[src/rtl/pad_frame_pkg.sv]
// fixed 24x32 frame with a one-byte pad ring; sizes here are not meant to be overridden
package pad_frame_pkg;

  localparam int FRAME_ROWS = 24;  // stored image rows
  localparam int FRAME_COLS = 32;  // stored image columns
  localparam int PAD_ROWS   = 26;  // bytes per padded column
  localparam int OUT_BEATS  = 34;  // padded columns per frame
  localparam int COL_W      = 208; // PAD_ROWS bytes
  localparam int BANK_W     = 192; // FRAME_ROWS bytes

  localparam int ROW_IDX_W  = 5;
  localparam int COL_IDX_W  = 6;   // also covers the 0..33 beat count
  localparam int APB_AW     = 4;

  // register map, byte offsets
  typedef enum logic [APB_AW-1:0] {
    ADDR_CTRL   = 4'd0,  // bit 0 enable
    ADDR_PAD    = 4'd4,  // bits 7:0 padding byte
    ADDR_STATUS = 4'd8   // read only
  } reg_addr_e;

  typedef enum logic {
    ST_IDLE,
    ST_EMIT
  } emit_state_e;

  // input stream payload
  typedef struct packed {
    logic [7:0] pix;
  } pix_beat_t;

  // output stream payload, row 0 sits just below the top pad byte
  typedef struct packed {
    logic [COL_W-1:0] data;
    logic             last;  // set on beat OUT_BEATS-1
  } col_beat_t;

  // emitter to buffer read request
  typedef struct packed {
    logic                 bank;
    logic [COL_IDX_W-1:0] col;
  } rd_req_t;

endpackage

[src/rtl/pad_frame_regs.sv]
// APB slave, zero wait states; unmapped offsets flag pslverr, STATUS writes are dropped
module pad_frame_regs (
  input  logic                             PEclk,
  input  logic                             rst_n,
  input  logic                             i_psel,
  input  logic                             i_penable,
  input  logic                             i_pwrite,
  input  logic [pad_frame_pkg::APB_AW-1:0] i_paddr,
  input  logic [31:0]                      i_pwdata,
  input  logic                             i_frame_done,
  input  logic                             i_frame_avail,
  output logic [31:0]                      o_prdata,
  output logic                             o_pready,
  output logic                             o_pslverr,
  output logic                             o_enable,
  output logic [7:0]                       o_pad_val
);

  logic        access;      // access phase of a transfer
  logic        addr_hit;
  logic [15:0] frame_cnt;   // wraps at 64k

  assign access   = i_psel & i_penable;
  assign o_pready = 1'b1;   // never stretches the access phase

  always_comb begin
    case (i_paddr)
      pad_frame_pkg::ADDR_CTRL,
      pad_frame_pkg::ADDR_PAD,
      pad_frame_pkg::ADDR_STATUS: addr_hit = 1'b1;
      default:                    addr_hit = 1'b0;
    endcase
  end

  assign o_pslverr = access & ~addr_hit;

  always_ff @(posedge PEclk or negedge rst_n) begin
    if (!rst_n) begin
      o_enable  <= 1'b0;
      o_pad_val <= 8'h00;
    end else if (access && i_pwrite) begin
      case (i_paddr)
        pad_frame_pkg::ADDR_CTRL: o_enable  <= i_pwdata[0];
        pad_frame_pkg::ADDR_PAD:  o_pad_val <= i_pwdata[7:0];
        default: ;                // status and holes ignored
      endcase
    end
  end

  always_ff @(posedge PEclk or negedge rst_n) begin
    if (!rst_n) begin
      frame_cnt <= 16'd0;
    end else if (i_frame_done) begin
      frame_cnt <= frame_cnt + 16'd1;
    end
  end

  // read data is valid in the access cycle
  always_comb begin
    case (i_paddr)
      pad_frame_pkg::ADDR_CTRL:   o_prdata = {31'd0, o_enable};
      pad_frame_pkg::ADDR_PAD:    o_prdata = {24'd0, o_pad_val};
      pad_frame_pkg::ADDR_STATUS: o_prdata = {15'd0, i_frame_avail, frame_cnt};
      default:                    o_prdata = 32'd0;
    endcase
  end

  // bus master must open every transfer with a setup phase
  a_penable_needs_psel : assert property (
    @(posedge PEclk) disable iff (!rst_n)
    i_penable |-> i_psel
  ) else $error("penable high without psel");

endmodule

[config.mk]
export PLATFORM = sky130hd
export DESIGN_NAME = pad_frame_regs
export DESIGN_NICKNAME = d
export VERILOG_FILES = /design/src/rtl/pad_frame_pkg.sv /design/src/rtl/pad_frame_regs.sv
export SDC_FILE = /design/constraint.sdc
export NUM_CORES = 1
export LEC_CHECK = 0
export BUFFER_PORTS_ARGS = -buffer_cell sky130_fd_sc_hd__buf_2
export CORE_MARGIN = 1.5
export CORE_UTILIZATION = 42
export CTS_BUF_LIST = sky130_fd_sc_hd__clkbuf_16
export DETAILED_ROUTE_END_ITERATION = 8
export GPL_ROUTABILITY_DRIVEN = 1
export PLACE_DENSITY = 0.79
export SLEW_MARGIN = 25
export SYNTH_ARGS = -nofsm -noshare
export SYNTH_HDL_FRONTEND = slang
export SYNTH_SLANG_ARGS = --single-unit
export TNS_END_PERCENT = 50
[constraint.sdc]
create_clock -name PEclk -period 1.67 [get_ports PEclk]
set_input_delay 0.167 -clock PEclk [delete_from_list [all_inputs] [get_ports PEclk]]
set_output_delay 0.167 -clock PEclk [all_outputs]
set_load 0.1 [all_outputs]
-- Word-level counts from Yosys, hierarchy flattened
Index checks and enable logic that the tools add are counted.
- word-level logic and storage cells: 16
- input bits: 43
- register bits after elaboration: 25
- multiplexer cells: 2
- equal/unequal tests: 2
- add/sub/neg operators: 1
- bitwise logic cells: 3
- reduce and logical (&&, ||, !) cells: 5
- operator list (cell ; count):
    17-bit case mux with 3 select lines ; 1
    16-bit by 1-bit adder with 16-bit output (second input constant) ; 1
    4-bit by 3-bit equality test with 1-bit output (second input constant) ; 1
    4-bit equality test (second input constant) ; 1
    4-bit zero test ; 1
    2-bit AND reduction ; 2
    3-bit OR reduction ; 1
    1-bit bitwise AND ; 2
    1-bit logical AND ; 1
    1-bit two-way mux ; 1
    1-bit inverter ; 1

-- Longest topological paths before layout
Gate-level depths: netlist (run 1).
- depth after elaboration: 5
- gate-level depth with buffers: 5

-- Worst setup path before layout (run 1)
OpenSTA, ideal clock, no wires.
- path kind: reg2out
- from: reg o_enable
- to: out o_prdata[0]
- cell stages (with the launch flop): 3
- setup slack: -1.694 ns
- arrival time: 3.197 ns
- buffers on the path: 0
- required time: 1.503 ns
- cells stage by stage: dfrtp_1 mux2i_1 o21ai_0
- word-level cells in the longest chain between the ends: 1
- ends and longest elaborated chain (item ; RTL line ; text):
    from (decl) ; pad_frame_regs.sv:15 ; output logic o_enable,
    from (signal assigned) ; pad_frame_regs.sv:43 ; pad_frame_pkg::ADDR_CTRL: o_enable <= i_pwdata[0];
    17-bit case mux with 3 select lines ; pad_frame_regs.sv:60 ; case (i_paddr)
    to (decl) ; pad_frame_regs.sv:12 ; output logic [31:0] o_prdata,
No other way between the ends.

-- Worst setup path after layout (run 1)
- from: reg frame_cnt[0]
- to: reg frame_cnt[15]
- word-level cells in the longest chain between the ends: 1
- ends and longest elaborated chain (item ; RTL line ; text):
    from (decl) ; pad_frame_regs.sv:21 ; logic [15:0] frame_cnt;
    from (signal assigned) ; pad_frame_regs.sv:54 ; frame_cnt <= frame_cnt + 16'd1;
    16-bit by 1-bit adder with 16-bit output ; pad_frame_regs.sv:54 ;
No other way between the ends.
A chain may end at the register's enable or synchronous reset.

==> impl_metrics.json, run 1 <==
{
  "num_antenna_cells": 0,
  "holdWs_ns": 0.137,
  "grtUsageMet2": 0.286,
  "startpoint_type": "flop",
  "use_met1": 0.193,
  "io_pins": 86,
  "clk_pin_slew_ns": 0.06,
  "fin_crit_sh": 0.851,
  "tightest_slew_ns": 0.559,
  "critPathCaptureType": "flop",
  "drt_iter0_drc": 19,
  "place_inst": 209,
  "period_minus_slack_ns": 1.42,
  "critical_path_class": "flop to flop",
  "instances_no_fill": 214,
  "die_h_um": 60.0,
  "synth_flop_cell": "dfrtp_1",
  "gr-usage-met3": 0.0541,
  "die-area_mm2": 0.00360,
  "ys_seq_area_frac": 0.458,
  "slew_violations": 0,
  "p_total_mw": 2.13,
  "drt-wirelength-per-cell_um": 12.6,
  "clock_sinks": 25,
  "cts.htree.levels": 1,
  "synth.cell_area_mm2": 0.00137,
  "nNetsFinal": 215,
  "place_congestion": 0.824,
  "synth_top_family_by_area": "simple AND/OR/NAND/NOR gates",
  "num_vias": 1028,
  "async_reset_ff_frac": 1.00,
  "fin_skew_ns": 0.00303,
  "synthAdderAreaFrac": 0.00916,
  "critical-path-top-delay-family": "simple AND/OR/NAND/NOR gates",
  "ys_ff_latch": 25,
  "leakagePower_nw": 0.952,
  "grt_pass1_vias": 1010,
  "peakVddDrop_mv": 0.755,
  "grt_busiest_layer": "met2",
  "hp-class": "primary input to flop",
  "synth-compound-area-share": 0.0540,
  "grt_usage": 0.171,
  "p_int_mw": 1.23,
  "antenna_left": 0,
  "grt_pass1_wl_um": 4570,
  "die_x_um": 60.0,
  "core_mm2": 0.00308,
  "hold_viol": 0,
  "antenna_found_initial": 0,
  "clock_latency_ns": 0.26,
  "cpPeakStageDelay_ns": 0.42,
  "cp.required_ns": 1.85,
  "syn_inst": 122,
  "maxCapViolCount": 0,
  "grt_max_degree": 26,
  "start_util": 0.444,
  "overflow": 0,
  "drive_gt1_frac": 0.465,
  "area_growth_pct": 43.0,
  "dpl.hpwl_um": 2170,
  "status": "complete, no violations",
  "placementRows": 20,
  "clockBufferDepth": 2,
  "crit_fanout": 4,
  "synth_edf_count": 0,
  "crit_cells": 4,
  "p_sw_frac": 0.422,
  "arrival_ns": 1.60,
  "ys_warn_count": 0,
  "crit_buf_inv": 0,
  "worst_r2r_path_depth": 4,
  "cts_buffers": 3,
  "hold_path_depth": 2,
  "slowest_stage": "dfrtp_1",
  "synth.avg_cell_area_um2": 11.2,
  "synthSimpleGateAreaFrac": 0.183,
  "cts_resized": 0,
  "slew_headroom": 0.627,
  "switching_power_mw": 0.898,
  "drtPass1Iterations": 4,
  "max_clock_freq_mhz": 704,
  "wirelength_um": 2700,
  "synth.top_cell.area_share": 0.458,
  "setup_violations": 0,
  "cts_tree": "done",
  "synthMuxAreaShare": 0.0897,
  "cts-root-buf": "clkbuf_16",
  "rsz0062_at_grt": "false",
  "clockPowerShare": 0.245,
  "synthTopCellsByArea": "dfrtp_1 46%, buf_4 8.8%, mux2_2 8.2%",
  "path_cells": "and4_1, nand4_1, nor3_1, xor2_1",
  "combPwrFrac": 0.358,
  "portBuffers": 45,
  "synth.distinct_cells": 24,
  "netlist.top_cell.by_area": "dfrtp_1",
  "viasPerCell": 4.80,
  "fin_util": 0.635,
  "powerDensity_mw_per_mm2": 1090,
  "power_frac_seq": 0.397,
  "drc": 0,
  "synthXorXnorAreaFrac": 0.0962
}
[power groups by stage]
stage	sequential, mW	combinational (mW)	clock (mW)
floorplan	1.03	0.436	0
global placement	0.841	0.746	0
detailed placement	0.852	0.768	0
CTS	0.845	0.767	0.538
global route	0.861	0.798	0.557
finish	0.844	0.763	0.521
[area by class of cell]
class / count / area [um2]
flip-flops and latches: 25 / 636
clock inverters: 1 / 5.00
repair buffers: 48 / 505
multi-input cells: 91 / 671
clock buffers: 3 / 75.1
well taps: 44 / 55.1
inverters: 2 / 7.51
fillers: 251 / 1120
[final timing paths]
check                                end           from  slack (ns)
max                        frame_cnt[15]   frame_cnt[0]        0.25
min                         o_pad_val[1]    i_pwdata[1]        0.14
max reg2reg                frame_cnt[15]   frame_cnt[0]        0.25
min reg2reg                frame_cnt[15]  frame_cnt[15]        0.46
max in group asynchronous   o_pad_val[3]          rst_n        0.80
min in group asynchronous  frame_cnt[10]          rst_n        0.46
[worst register-to-register path, stage by stage (launching register included)]
cell     delay (ns)
dfrtp_1        0.42
and4_1         0.30
nand4_1        0.23
nor3_1         0.23
xor2_1         0.17
[registers in the layout, indices dropped and copies added, names as in the netlist]
signal,flops
o_pad_val,8
frame_cnt,16
o_enable,1
[placed cells by master (no fill, tap or decap)]
master and n:
nor4b_4 2, inv_1 2, nand3_1 3, or3_1 1, a211oi_1 1, and3_1 4
clkbuf_16 3, clkinv_2 1, a22o_2 7, xor2_1 8, ha_1 1, dlygate4sd3_1 1
nand4_1 3, conb_1 16, mux2i_1 1, o21ai_4 1, dfrtp_1 17, xnor2_1 7
nand2_1 7, and2_1 9, dfrtp_2 8, nor3_1 2, mux2_2 10, nor2_1 5
buf_2 28, buf_12 17, buf_4 2, and4_1 3
[metal layers]
layer | vias up | share of wire
met1 | 485 | 0.40
met5 | - | 0
met2 | 46 | 0.50
met4 | 0 | 0.017
li1 | 491 | -
met3 | 6 | 0.078
[stage by stage]
| step | area, um2 | TNS (ns) | setup WS (ns) |
|---|---|---|---|
| after floorplan | 1450 | -0.582 | -0.0647 |
| after global placement | 1860 | 0 | 0.152 |
| after detailed placement | 1860 | 0 | 0.0870 |
| after CTS | 1950 | 0 | 0.216 |
| after global routing | 1950 | 0 | 0.0970 |
| final | 1950 | 0 | 0.249 |
[cells in the mapped netlist, types with 2 or more instances]
cell type	number
dfrtp_1	25
buf_4	16
mux2_2	10
and2_1	9
xor2_1	8
a22o_1	7
nand2_1	7
xnor2_1	7
nor2_1	5
and3_1	4
and4_1	3
nand3_1	3
nand4_1	3
conb_1	2
inv_1	2
nor3_1	2
nor4b_4	2
[what timing repair did]
item / 4_1_cts / 5_1_grt
buffers inserted: 0 / 0
hold buffers: 1 / 0
endpoints found under the hold margin: 25 / 0
[kinds of logic after synthesis]
logic type,Yosys count
fa+ha+maj,1
mux,11
simple gates,39
flops,25
compound gates,9
xor+xnor,15
other cells,2
buf+inv,20
(Power assumes the default switching activity.)
==> run 2: changes to the inputs <==
Settings changed: CORE_MARGIN 1.5 to default, CORE_UTILIZATION 42 to 45, PLACE_DENSITY 0.79 to 0.84.
Clock period 1.67 ns to 1.8 ns, I/O delays scaled along.
==> impl_metrics.json, run 2 (synthesis results as in run 1) <==
{
  "status": "finished with violations",
  "violations": "DRC",
  "maxCapViolCount": 0,
  "num_antenna_cells": 0,
  "clock_latency_ns": 0.26,
  "leakagePower_nw": 0.962,
  "min-delay-start": "i_pwdata[3]",
  "die_x_um": 57.1,
  "critical_path_class": "flop to flop",
  "cpPeakStageDelay_ns": 0.40,
  "drtPass1Iterations": 6,
  "reg_top3": "frame_cnt (16), o_pad_val (8), o_enable (1)",
  "slew_headroom": 0.630,
  "hp-class": "primary input to flop",
  "clk_pin_slew_ns": 0.06,
  "overflow": 0,
  "drt_iter0_drc": 23,
  "grt_max_degree": 26,
  "slew_violations": 0,
  "p_total_mw": 1.97,
  "setup_violations": 0,
  "cts_tree": "done",
  "viasPerCell": 5.12,
  "drc": 12,
  "die-area_mm2": 0.00326,
  "cts_buffers": 3,
  "nNetsFinal": 215,
  "peakVddDrop_mv": 0.707,
  "wirelength_um": 2710,
  "grt_usage": 0.182,
  "most-common-layout-cells": "28 x buf_2, 25 x dfrtp_1, 17 x buf_12",
  "place_congestion": 0.730,
  "final_common_cell": "buf_2",
  "top_register": "frame_cnt",
  "period_minus_slack_ns": 1.43,
  "clockBufferDepth": 2,
  "antenna_left": 0,
  "reg2reg_from": "frame_cnt[2]",
  "placementRows": 19,
  "num_vias": 1029,
  "critPathCaptureType": "flop",
  "hold_viol": 0,
  "antenna_found_initial": 0,
  "portBuffers": 45,
  "drt-wirelength-per-cell_um": 13.5,
  "worst_r2r_path_depth": 4,
  "fin_util": 0.685,
  "cts.htree.levels": 1,
  "core_mm2": 0.00281,
  "path_cells": "and4_1, nand4_1, nor3_1, xor2_1",
  "powerDensity_mw_per_mm2": 1020,
  "fin_skew_ns": 0.00111,
  "rr_endpoint": "frame_cnt[15]",
  "cp.required_ns": 1.98,
  "slowest_stage": "dfrtp_1",
  "max_clock_freq_mhz": 698,
  "holdPathEnd": "o_pad_val[3]",
  "drive_gt1_frac": 0.388,
  "cts-root-buf": "clkbuf_16",
  "io_pins": 86,
  "rsz0062_at_grt": "false",
  "startpoint_type": "flop",
  "grt_pass1_vias": 1019,
  "die_h_um": 57.1,
  "area_growth_pct": 40.7,
  "start_util": 0.487,
  "arrival_ns": 1.61,
  "crit_fanout": 4,
  "grt_pass1_wl_um": 4490,
  "hold_path_depth": 2,
  "clock_sinks": 25,
  "tightest_slew_ns": 0.556,
  "fin_crit_sh": 0.796,
  "reg2reg_setup_slack_ns": 0.37,
  "largest_reg_flops": 16,
  "dpl.hpwl_um": 2090
}
## run 2: final cells by class
cell class	count	area, um2
inverter	2	7.51
sequential	25	626
fill	202	883
tap	31	38.8
clock inverter	1	3.75
timing repair buffer	48	505
multi-input combinational	91	666
clock buffer	3	75.1
## run 2: worst max-delay path: cells and delay by family, from the launching register on
family / cells / cell delay [ns]
simple gates: 3 / 0.78
flops: 1 / 0.40
xor+xnor: 1 / 0.17
## run 2: repair_timing
| item | in CTS | in global routing |
|---|---|---|
| hold buffers | 1 | 0 |
| resized for setup | 0 | 0 |
| endpoints found under the hold margin | 25 | 0 |
| setup buffers | 0 | 0 |
## run 2: how the worst max path moves through the flow
stage | cells past startpoint | slack (ns) | startpoint | to
3_5_place_dp | 4 | 0.21 | i_paddr[3] | o_pad_val[2]
5_1_grt | 4 | 0.20 | frame_cnt[1] | frame_cnt[15]
6_report | 4 | 0.37 | frame_cnt[2] | frame_cnt[15]
3_3_place_gp | 4 | 0.28 | i_paddr[3] | o_pad_val[3]
2_1_floorplan | 1 | -0.17 | o_pad_val[4] | o_prdata[4]
4_1_cts | 4 | 0.34 | frame_cnt[2] | frame_cnt[15]
## run 2: through the flow
step	hold WS [ns]	instances	worst slack, ns	cell area, um2	TNS (ns)
after global placement	0.177	196	0.275	1830	0
after floorplan	-0.116	136	-0.170	1430	-0.819
after global routing	0.153	201	0.204	1920	0
after CTS	0.153	201	0.339	1920	0
after detailed placement	0.200	196	0.207	1830	0
final	0.153	201	0.367	1920	0
## run 2: routing by layer
layer / track usage / wire (um) / part of all wire
met4: 0.0836 / 47 / 0.017
met5: 0 / 0 / 0
met2: 0.306 / 1320 / 0.49
met1: 0.223 / 1110 / 0.41
met3: 0.0431 / 234 / 0.086
## run 2: report_power, final
part	leakage [nW]	total (mW)	switching (mW)	internal, mW
Sequential	0.326	0.777	0.113	0.663
Clock	0.0423	0.484	0.187	0.297
Combinational	0.594	0.709	0.535	0.174
Total	0.962	1.97	0.835	1.13
