### src/rtl/pad_frame_pkg.sv
// fixed 24x32 frame with a one-byte pad ring; sizes here are not meant to be overridden
package pad_frame_pkg;

  localparam int FRAME_ROWS = 24;  // stored image rows
  localparam int FRAME_COLS = 32;  // stored image columns
  localparam int PAD_ROWS   = 26;  // bytes per padded column
  localparam int OUT_BEATS  = 34;  // padded columns per frame
  localparam int COL_W      = 208; // PAD_ROWS bytes
  localparam int BANK_W     = 192; // FRAME_ROWS bytes

  localparam int ROW_IDX_W  = 5;
  localparam int COL_IDX_W  = 6;   // also covers the 0..33 beat count
  localparam int APB_AW     = 4;

  // register map, byte offsets
  typedef enum logic [APB_AW-1:0] {
    ADDR_CTRL   = 4'd0,  // bit 0 enable
    ADDR_PAD    = 4'd4,  // bits 7:0 padding byte
    ADDR_STATUS = 4'd8   // read only
  } reg_addr_e;

  typedef enum logic {
    ST_IDLE,
    ST_EMIT
  } emit_state_e;

  // input stream payload
  typedef struct packed {
    logic [7:0] pix;
  } pix_beat_t;

  // output stream payload, row 0 sits just below the top pad byte
  typedef struct packed {
    logic [COL_W-1:0] data;
    logic             last;  // set on beat OUT_BEATS-1
  } col_beat_t;

  // emitter to buffer read request
  typedef struct packed {
    logic                 bank;
    logic [COL_IDX_W-1:0] col;
  } rd_req_t;

endpackage

### src/rtl/pad_col_emit.sv
// one frame in flight at a time; pad byte is latched at frame start and held to the last beat
module pad_col_emit (
  input  logic                             PEclk,
  input  logic                             rst_n,
  input  logic                             i_enable,
  input  logic [7:0]                       i_pad_val,
  input  logic                             i_frame_avail,
  input  logic                             i_rd_bank,
  input  logic [pad_frame_pkg::BANK_W-1:0] i_rd_col,
  input  logic                             i_col_ready,
  output pad_frame_pkg::rd_req_t           o_rd_req,
  output logic                             o_bank_release,
  output logic                             o_frame_done,
  output logic                             o_col_vld,
  output pad_frame_pkg::col_beat_t         o_col
);

  pad_frame_pkg::emit_state_e          state;
  pad_frame_pkg::col_beat_t            col_next;
  logic [pad_frame_pkg::COL_IDX_W-1:0] iss_cnt;    // next beat to fetch
  logic [pad_frame_pkg::COL_IDX_W-1:0] pend_beat;  // beat whose word is on i_rd_col
  logic                                pend_vld;
  logic [7:0]                          pad_q;
  logic                                bank_q;
  logic                                load;       // pending word moves to output
  logic                                issue;
  logic                                fire;       // last beat accepted

  assign load  = pend_vld & (~o_col_vld | i_col_ready);
  assign issue = (state == pad_frame_pkg::ST_EMIT) &&
                 (iss_cnt < pad_frame_pkg::OUT_BEATS) && (!pend_vld || load);
  assign fire  = o_col_vld & i_col_ready & o_col.last;

  assign o_bank_release = fire;
  assign o_frame_done   = fire;

  // hold the address of a stalled word so the buffer keeps returning it
  always_comb begin
    o_rd_req.bank = bank_q;
    o_rd_req.col  = issue ? iss_cnt - 1'b1 : pend_beat - 1'b1;
  end

  always_comb begin
    col_next.last = (pend_beat == pad_frame_pkg::OUT_BEATS - 1);
    col_next.data = {pad_frame_pkg::PAD_ROWS{pad_q}};  // border beats stay all pad
    if (pend_beat != 0 && !col_next.last) begin
      for (int r = 0; r < pad_frame_pkg::FRAME_ROWS; r++) begin
        col_next.data[pad_frame_pkg::COL_W-9-8*r -: 8] = i_rd_col[8*r +: 8];
      end
    end
  end

  always_ff @(posedge PEclk or negedge rst_n) begin
    if (!rst_n) begin
      state    <= pad_frame_pkg::ST_IDLE;
      iss_cnt  <= '0;
      pend_vld <= 1'b0;
    end else begin
      case (state)
        pad_frame_pkg::ST_IDLE: if (i_enable && i_frame_avail) begin
          state   <= pad_frame_pkg::ST_EMIT;
          iss_cnt <= '0;
        end
        pad_frame_pkg::ST_EMIT: if (fire) begin
          state <= pad_frame_pkg::ST_IDLE;
        end
        default: state <= pad_frame_pkg::ST_IDLE;
      endcase
      if (issue) begin
        iss_cnt  <= iss_cnt + 1'b1;
        pend_vld <= 1'b1;
      end else if (load) begin
        pend_vld <= 1'b0;
      end
    end
  end

  always_ff @(posedge PEclk) begin
    if (state == pad_frame_pkg::ST_IDLE) begin
      pad_q  <= i_pad_val;  // frame-wide pad value
      bank_q <= i_rd_bank;
    end
    if (issue) begin
      pend_beat <= iss_cnt;
    end
  end

  always_ff @(posedge PEclk or negedge rst_n) begin
    if (!rst_n) begin
      o_col_vld <= 1'b0;
    end else if (load) begin
      o_col_vld <= 1'b1;
    end else if (i_col_ready) begin
      o_col_vld <= 1'b0;
    end
  end

  always_ff @(posedge PEclk) begin
    if (load) begin
      o_col <= col_next;
    end
  end

  a_col_stable : assert property (
    @(posedge PEclk) disable iff (!rst_n)
    (o_col_vld && !i_col_ready) |=> (o_col_vld && $stable(o_col))
  ) else $error("column changed while held");

endmodule

### config.mk
export PLATFORM = sky130hd
export DESIGN_NAME = pad_col_emit
export DESIGN_NICKNAME = d
export VERILOG_FILES = /design/src/rtl/pad_frame_pkg.sv /design/src/rtl/pad_col_emit.sv
export SDC_FILE = /design/constraint.sdc
export NUM_CORES = 1
export LEC_CHECK = 0
export BUFFER_PORTS_ARGS = -buffer_cell sky130_fd_sc_hd__buf_2
export CORE_AREA = 2 2 164 166
export DETAILED_ROUTE_END_ITERATION = 10
export DIE_AREA = 0 0 166 168
export MAX_ROUTING_LAYER = met4
export PLACE_DENSITY = 0.59
export SYNTH_ARGS = -nofsm -noshare
export SYNTH_HDL_FRONTEND = slang
export SYNTH_SLANG_ARGS = --single-unit
### constraint.sdc
create_clock -name PEclk -period 14.25 [get_ports PEclk]
set_input_delay 0.7125 -clock PEclk [delete_from_list [all_inputs] [get_ports PEclk]]
set_output_delay 0.7125 -clock PEclk [all_outputs]
set_load 0.02 [all_outputs]
# Word-level counts from Yosys, hierarchy flattened
# Cells that the tools add are included.
[totals]
ff_bits = 233
input_bits = 206
output_inout_bits = 219
elab_cells = 45
[op_classes]
n_addsub = 3
n_lt_le_gt_ge = 1
eq_ne = 2
muxes = 12
n_bitwise = 6
n_reduce_logical = 12
[op_table]
columns = ["op", "count"]
rows = [
  ["$mux 192", 1],
  ["$mux 6", 4],
  ["$sub 6x1->6 const B", 2],
  ["$add 6x1->6 const B", 1],
  ["$eq 6x6->1 const B", 1],
  ["$lt 6x6->1 const B", 1],
  ["$mux 1", 6],
  ["$reduce_bool 2->1", 3],
  ["$reduce_bool 6->1", 1],
  ["$logic_and 1x1->1", 4],
  ["$and 1x1->1", 3],
  ["$logic_not 1->1", 2],
  ["$ne 2x1->1 const B", 1],
  ["$not 1->1", 2],
  ["$pmux 1 s2", 1],
  ["$reduce_and 2->1", 1],
  ["$logic_or 1x1->1", 1],
  ["$or 1x1->1", 1],
]

# Logic depth before layout (Yosys ltp)
# Gate-level depths: netlist of run 1.
[logic_depth]
depth_word = 7
depth_mapped = 10
ltp_nobuf = 8

# Least setup slack after synthesis of run 1
# Ideal clock, no wire load.
[synth_timing]
path_kind = "input-to-reg"
from = "input i_col_ready"
to = "register o_col[0] (netlist name), enable pin"
setup_time_ns = 0.585
arrival_ns = 5.393
t_required_ns = 13.665
slack_ns = 8.272
cell_stages = 2
n_path_buf = 0
path_cell_list = "nand2b_1 and2_1"
[synth_between]
elab_chain_cells = 2
[synth_rtl]
columns = ["element", "line", "source"]
rows = [
  ["from (decl)", "pad_col_emit.sv:10", "input logic i_col_ready,"],
  ["$or 1x1->1", "pad_col_emit.sv:29", "assign load = pend_vld & (~o_col_vld | i_col_ready);"],
  ["$and 1x1->1", "pad_col_emit.sv:29", ""],
  ["net load", "pad_col_emit.sv:25", "logic load;"],
  ["to (signal assigned)", "pad_col_emit.sv:100", "o_col <= col_next;"],
  ["to (decl)", "pad_col_emit.sv:15", "output pad_frame_pkg::col_beat_t o_col"],
]
# The timed path passes the listed nets, and every way through them passes these cells.
# A chain may end at the register's enable or synchronous reset.

==> results of run 1 <==
==> worst reg2reg max path, stage by stage (launching register included) <==
cell and delay (ps):
dfrtp_1 410, nand2b_1 100, and2_4 800, buf_4 950
==> flip-flops by register name, indices dropped and copies added, names as in the netlist <==
| signal | flops |
|---|---|
| bank_q | 1 |
| iss_cnt | 6 |
| o_col | 201 |
| o_col_vld | 1 |
| pad_q | 8 |
| pend_beat | 6 |
| pend_vld | 1 |
| state | 1 |
==> through the flow <==
step	std cells	power [mW]	setup slack, ps
floorplan	549	1.94	8270
global placement	1265	2.23	11010
detailed placement	1265	2.25	10930
CTS	1309	2.90	10470
global route	1313	3.00	10320
finish	1313	2.86	10520
==> logic make-up after synthesis <==
logic type	after synthesis	share of synthesized area, %
compound gates	205	16.7
simple gates	41	2.62
mux	4	0.436
flops	225	73.1
xor+xnor	8	0.845
fa+ha+maj	2	0.273
buf+inv	64	6.03
==> placed cells by master, fill, tap and decap left out, types with 3 or more instances in the layout <==
master and instances:
diode_2 4, xnor2_1 4, inv_1 4, nand3_1 5, buf_4 10, nand2_1 7, edfxtp_1 216, dfrtp_1 9
o21ai_0 4, a21oi_1 3, and3_1 10, mux2i_1 4, nand2b_1 4, clkinv_2 6, a21o_1 192, clkbuf_16 26
buf_2 424, xor2_1 3, clkinv_1 3, clkbuf_1 3
==> Yosys cell counts (2+ instances only) <==
cell / count
edfxtp_1: 216
a21o_1: 192
buf_6: 34
buf_2: 13
buf_4: 11
and3_1: 10
dfrtp_1: 9
nand2_1: 7
nand3_1: 5
inv_1: 4
mux2i_1: 4
nand2b_1: 4
o21ai_0: 4
xnor2_1: 4
a21oi_1: 3
xor2_1: 3
a31o_2: 2
ha_1: 2
nor2_1: 2
nor3_1: 2
==> report_power, final <==
group	internal, mW	total [mW]	leakage (nW)	switching (mW)
combinational	0.331	1.05	3.37	0.723
clock	0.378	0.639	0.403	0.261
sequential	1.08	1.17	2.18	0.0884
==> metal layers <==
layer | up-vias | part of all wire [%] | global-route usage, %
met3 | 47 | 5.8 | 3.78
met1 | 3119 | 40 | 22.4
met4 | 0 | 3.1 | 6.50
met5 | - | 0 | -
li1 | 2894 | - | -
met2 | 265 | 51 | 31.7
==> final timing paths <==
| check | startpoint | end | slack, ps |
|---|---|---|---|
| worst max-delay path | iss_cnt[1] | o_rd_req[4] | 10520 |
| worst min-delay path | rst_n | iss_cnt[1] | 40 |
| worst max register to register | o_col_vld | o_col[194] | 11590 |
| worst min register to register | pad_q[7] | o_col[8] | 440 |
| max in group asynchronous | rst_n | iss_cnt[2] | 14030 |
| min in group PEclk | i_pad_val[4] | pad_q[4] | 370 |
==> cell type report <==
class | count | share of cell area, %
Inverter | 5 | 0.155
Tap cell | 341 | 3.53
Clock buffer | 31 | 5.70
Multi-Input combinational cell | 260 | 15.9
Sequential cell | 225 | 55.5
Antenna cell | 4 | 0.0827
Timing Repair Buffer | 434 | 18.2
Clock inverter | 13 | 0.982
==> flow_summary.toml, run 1 <==
[status]
status = "finished clean"

[logic_synthesis]
yosys_warnings = 0
yosys.area.top_type = "edfxtp_1"
netlist_area_um2 = 9180
synth-seq-cells = 225
syn_avg_cell_area_um2 = 16.7
syn_nets = 757
synth_area_leaders = "edfxtp_1 (71%), a21o_1 (16%), buf_6 (4.2%), dfrtp_1 (2.5%), buf_4 (0.90%)"
ys_seq_area_share_pct = 73.1
netlist_instances = 549
synth_top_area_share_pct = 70.7
async_flop_share_pct = 4.00
synthFlopType = "edfxtp_1"
synth_edf_count = 216
yosysUniqueCellTypes = 38

[power]
power_density_nw_per_um2 = 236
p_leak_nw = 5.96
vdd_drop_max_mv = 0.184

[setup_path]
critPathCaptureType = "output pin"
crit_type = "reg -> out"
crit_family = "simple AND/OR/NAND/NOR gates"
r2r_cells = 3
path_buf_inv = 1
crit_path_max_incr_delay_ps = 470
critPathLaunchType = "flop"
critPathRequiredTime_ps = 13540
slowest_stage = "dfrtp_1"
worstPathArrival_ps = 3010
crit_chain = "o41ai_2 -> nand3_2 -> mux2i_1 -> ha_1 -> nor3b_1 -> xnor2_1 -> nand2_1 -> o21ai_0 -> buf_2"
cp.depth = 9
critPathMaxFanout = 13

[floorplan]
pin_count = 425
std_cell_rows = 60
die-area_um2 = 27900
design.core.area_um2 = 26400
start_util_pct = 34.8
die_h_um = 168
die_w_um = 166

[cts]
post_cts_buffers = 0
cts_tree = "built"
clk_root_buffer_cell = "clkbuf_16"
cts_resized = 0
clkSinkCount = 225
h-tree-depth = 1
clk_pin_slew_ps = 60
cts_buffers = 25
worstSkewPairLatency_ps = 520
cts_max_path_buffers = 3
ctsHoldBuffers = 0

[sta]
setup_viol = 0
fmax_mhz = 268
fin_skew_ps = 5.86
finalCritPeriodShare_pct = 26.1
slew_headroom_pct = 9.94
whs_ps = 36.3
tns_ps = 0
fin_crit_ps = 3730
worst_pin_slew_ps = 1350
slew_viol_final = 0
final-hold-violation-count = 0
rsz0062_at_grt = "false"

[final_layout]
seqCellArea_um2 = 6710
fin_nets = 1159
fin_area_um2 = 12100
utilization_pct = 45.9
multiInputGateArea_um2 = 1930
final_layout_size_suffix_gt1_share_pct = 49.8
nFillCells = 2441
area_delta_synth_final_pct = 31.9

[global_routing]
grt_use_total_pct = 18.7
antenna_found_initial = 4
grt_pass1_wl_um = 38700
grt_max_degree = 193
grt_pass1_vias = 6235
overflow = 0

[place]
gp_congestion = 0.811
placed_cell_area_um2 = 11300
io_buffers = 424
dp.final_hpwl_um = 18300

[detailed_routing]
wl_per_cell_um = 20.4
drt-vias-per-instance = 4.82
routed_wl_um = 26800
route.vias.total = 6325
drc = 0
drtIter0Drc = 423
antenna_left = 0
drtPass1Iterations = 4

[worst_hold_path]
hp-class = "in -> async"

[job]
drv_cap = 0
(Power assumes the default switching activity.)
==> run 2: changes to the inputs <==
ABC_AREA = 1   (was unset)
PLACE_DENSITY = 0.61   (was 0.59)
clock period = 3.25 ns   (was 14.25 ns; I/O delays follow)
==> run 2 against run 1 <==
Cell count up 27%. Register-to-register slack worse by 10000 ps. Die area unchanged. Final area rose by 14%. Critical path type unchanged. Critical endpoint unchanged.
==> flow_summary.toml, run 2 <==
[status]
status = "finished clean"

[setup_path]
startpoint = "iss_cnt[3]"
critPathCaptureType = "output pin"
slowest_stage = "dfrtp_1"
critPathLaunchType = "flop"
critPathMaxFanout = 15
critPathRequiredTime_ps = 3090
r2r_cells = 7
crit_type = "reg -> out"
cp.depth = 10
path_buf_inv = 1
reg2reg_from = "pend_beat[4]"
worstPathArrival_ps = 2280
crit_chain = "nor2_1 -> nand2_1 -> nand2_2 -> nand2_4 -> nand2_1 -> nand2_1 -> ha_1 -> nand3_1 -> xor2_1 -> buf_2"
cp_common_cell = "nand2_1"
crit_family = "simple AND/OR/NAND/NOR gates"
crit_path_max_incr_delay_ps = 440

[sta]
fin_skew_ps = 15.6
slew_viol_final = 0
setup_viol = 0
final-hold-violation-count = 0
worst_pin_slew_ps = 1110
fin_crit_ps = 2440
fmax_mhz = 409
tns_ps = 0
finalCritPeriodShare_pct = 75.2
rsz0062_at_grt = "false"
slew_headroom_pct = 26.1
whs_ps = 16.1
fin_ws_ps = 806

[cts]
worstSkewPairLatency_ps = 520
post_cts_buffers = 0
clkSinkCount = 225
clk_root_buffer_cell = "clkbuf_16"
clk_pin_slew_ps = 60
cts_tree = "built"
cts_max_path_buffers = 3
h-tree-depth = 1
cts_buffers = 25
cts_resized = 0

[place]
dp.final_hpwl_um = 19300
dpl.cell_count = 1490
place_ws_ps = 1080
io_buffers = 424
gp_congestion = 0.820

[logic_synthesis]
synthFlopType = "edfxtp_1"
synth-seq-cells = 225
yosysUniqueCellTypes = 22
ys_seq_area_share_pct = 73.8
synth_top_area_share_pct = 71.4
netlist_instances = 752
syn_avg_cell_area_um2 = 12.1
syn_nets = 960
netlist_area_um2 = 9090
synth_area_leaders = "edfxtp_1 (71%), o21ai_0 (11%), inv_1 (8.7%), dfrtp_1 (2.5%), nand2_1 (1.3%)"
yosys.area.top_type = "edfxtp_1"
synthTopCellsByCount = "edfxtp_1 (216), inv_1 (210), o21ai_0 (197)"
synth_edf_count = 216
yosys_warnings = 0
synth_most_common_cell = "edfxtp_1"
async_flop_share_pct = 4.00

[power]
p_leak_nw = 6.51
vdd_drop_max_mv = 0.617
power_density_nw_per_um2 = 895

[final_layout]
multiInputGateArea_um2 = 1360
seqCellArea_um2 = 6710
finish.cell_count_without_fillers = 1674
fin_nets = 1524
final_layout_size_suffix_gt1_share_pct = 36.8
top_register = "o_col"
nFillCells = 2295
final_cell_mix = "buf_2 (424), edfxtp_1 (216), inv_1 (210)"
area_delta_synth_final_pct = 52.0
largestRegisters = "o_col x201, pad_q x8"
largest_reg_flops = 201
final_common_cell = "buf_2"

[floorplan]
die_h_um = 168
pin_count = 425
die-area_um2 = 27900
die_w_um = 166
design.core.area_um2 = 26400
std_cell_rows = 60
start_util_pct = 34.5

[global_routing]
grt_max_degree = 200
grt_use_total_pct = 20.6
overflow = 0
grt_pass1_vias = 7795
antenna_found_initial = 2
grt_pass1_wl_um = 43100

[worst_hold_path]
hold_depth = 3
hold_start = "i_rd_col[166]"
hp-class = "in -> reg"

[detailed_routing]
wl_per_cell_um = 17.4
drc = 0
drtIter0Drc = 647
drt-vias-per-instance = 4.54
route.vias.total = 7601
antenna_left = 0
routed_wl_um = 29200
drtPass1Iterations = 5

[job]
drv_cap = 0
-- run 2: cell types whose count changed in the layout (fill, tap and decap cells not counted), moves of 4 or more --
cell	before	now
dlygate4sd3_1	0	140
nand2b_1	4	0
o21ai_0	4	197
mux2i_1	4	0
inv_1	4	210
nand3_1	5	11
nor2_1	2	8
buf_4	10	19
a21o_1	192	0
nand2_1	7	31
and3_1	10	0
-- run 2: cell type report --
class                   count  area share, %
flip-flops and latches    225           48.6
repair buffers            586           27.0
multi-input cells         267           9.85
inverters                 211           5.73
clock buffers              35           5.09
well taps                 341           3.09
clock inverters             8          0.697
diodes                      1         0.0181
-- run 2: worst reg2reg max path: cells and delay by family (launching register included) --
family	cells	cell delay [ps]
AND/OR/NAND/NOR	2	410
buffers and inverters	3	860
flip-flops	1	370
AO/OA/AOI/OAI	2	310
-- run 2: kinds of logic (layout without fill, tap and decap cells) --
family / after synthesis / after routing / synth area share [%]
AOI/OAI and AO/OA: 205 / 205 / 11.4
xor gates and xnor gates: 5 / 5 / 0.482
adders and majority gates: 2 / 2 / 0.275
buffers and inverters: 260 / 840 / 11.4
DFF: 225 / 225 / 73.8
other: 0 / 1 / 0
and+or+nand+nor: 55 / 55 / 2.62
-- run 2: timing repair --
item / 4_1_cts / 5_1_grt
hold buffers: 140 / 0
setup endpoints to repair: 0 / 0
hold endpoints to repair: 148 / 0
-- run 2: per-layer routing --
metal | part of all wire (%) | GRT usage (%) | up-vias
li1 | - | - | 3588
met1 | 38 | 23.4 | 3549
met2 | 51 | 35.7 | 418
met3 | 8.6 | 5.08 | 46
met4 | 2.5 | 6.62 | 0
met5 | 0 | - | -
-- run 2: final timing paths --
kind,endpoint,slack (ps)
worst max-delay path,o_rd_req[4],810
worst min-delay path,o_col[39],20
worst max register to register,o_col[135],1130
worst min register to register,o_col[202],450
max in group asynchronous,o_col_vld,3020
min in group asynchronous,o_col_vld,30
-- run 2: stage by stage --
stage	area, µm²	utilization, %	total power [mW]
floorplan	9100	-	7.88
global placement	11600	44.1	9.45
detailed placement	11600	44.1	9.53
CTS	13800	52.4	12.5
global route	13800	52.5	13.0
finish	13800	52.5	12.4
-- run 2: power breakdown --
group	leakage, nW	internal (mW)	total, mW	switching (mW)
clock	0.395	1.66	2.79	1.13
combinational	3.94	1.32	4.54	3.21
sequential	2.18	4.69	5.04	0.349
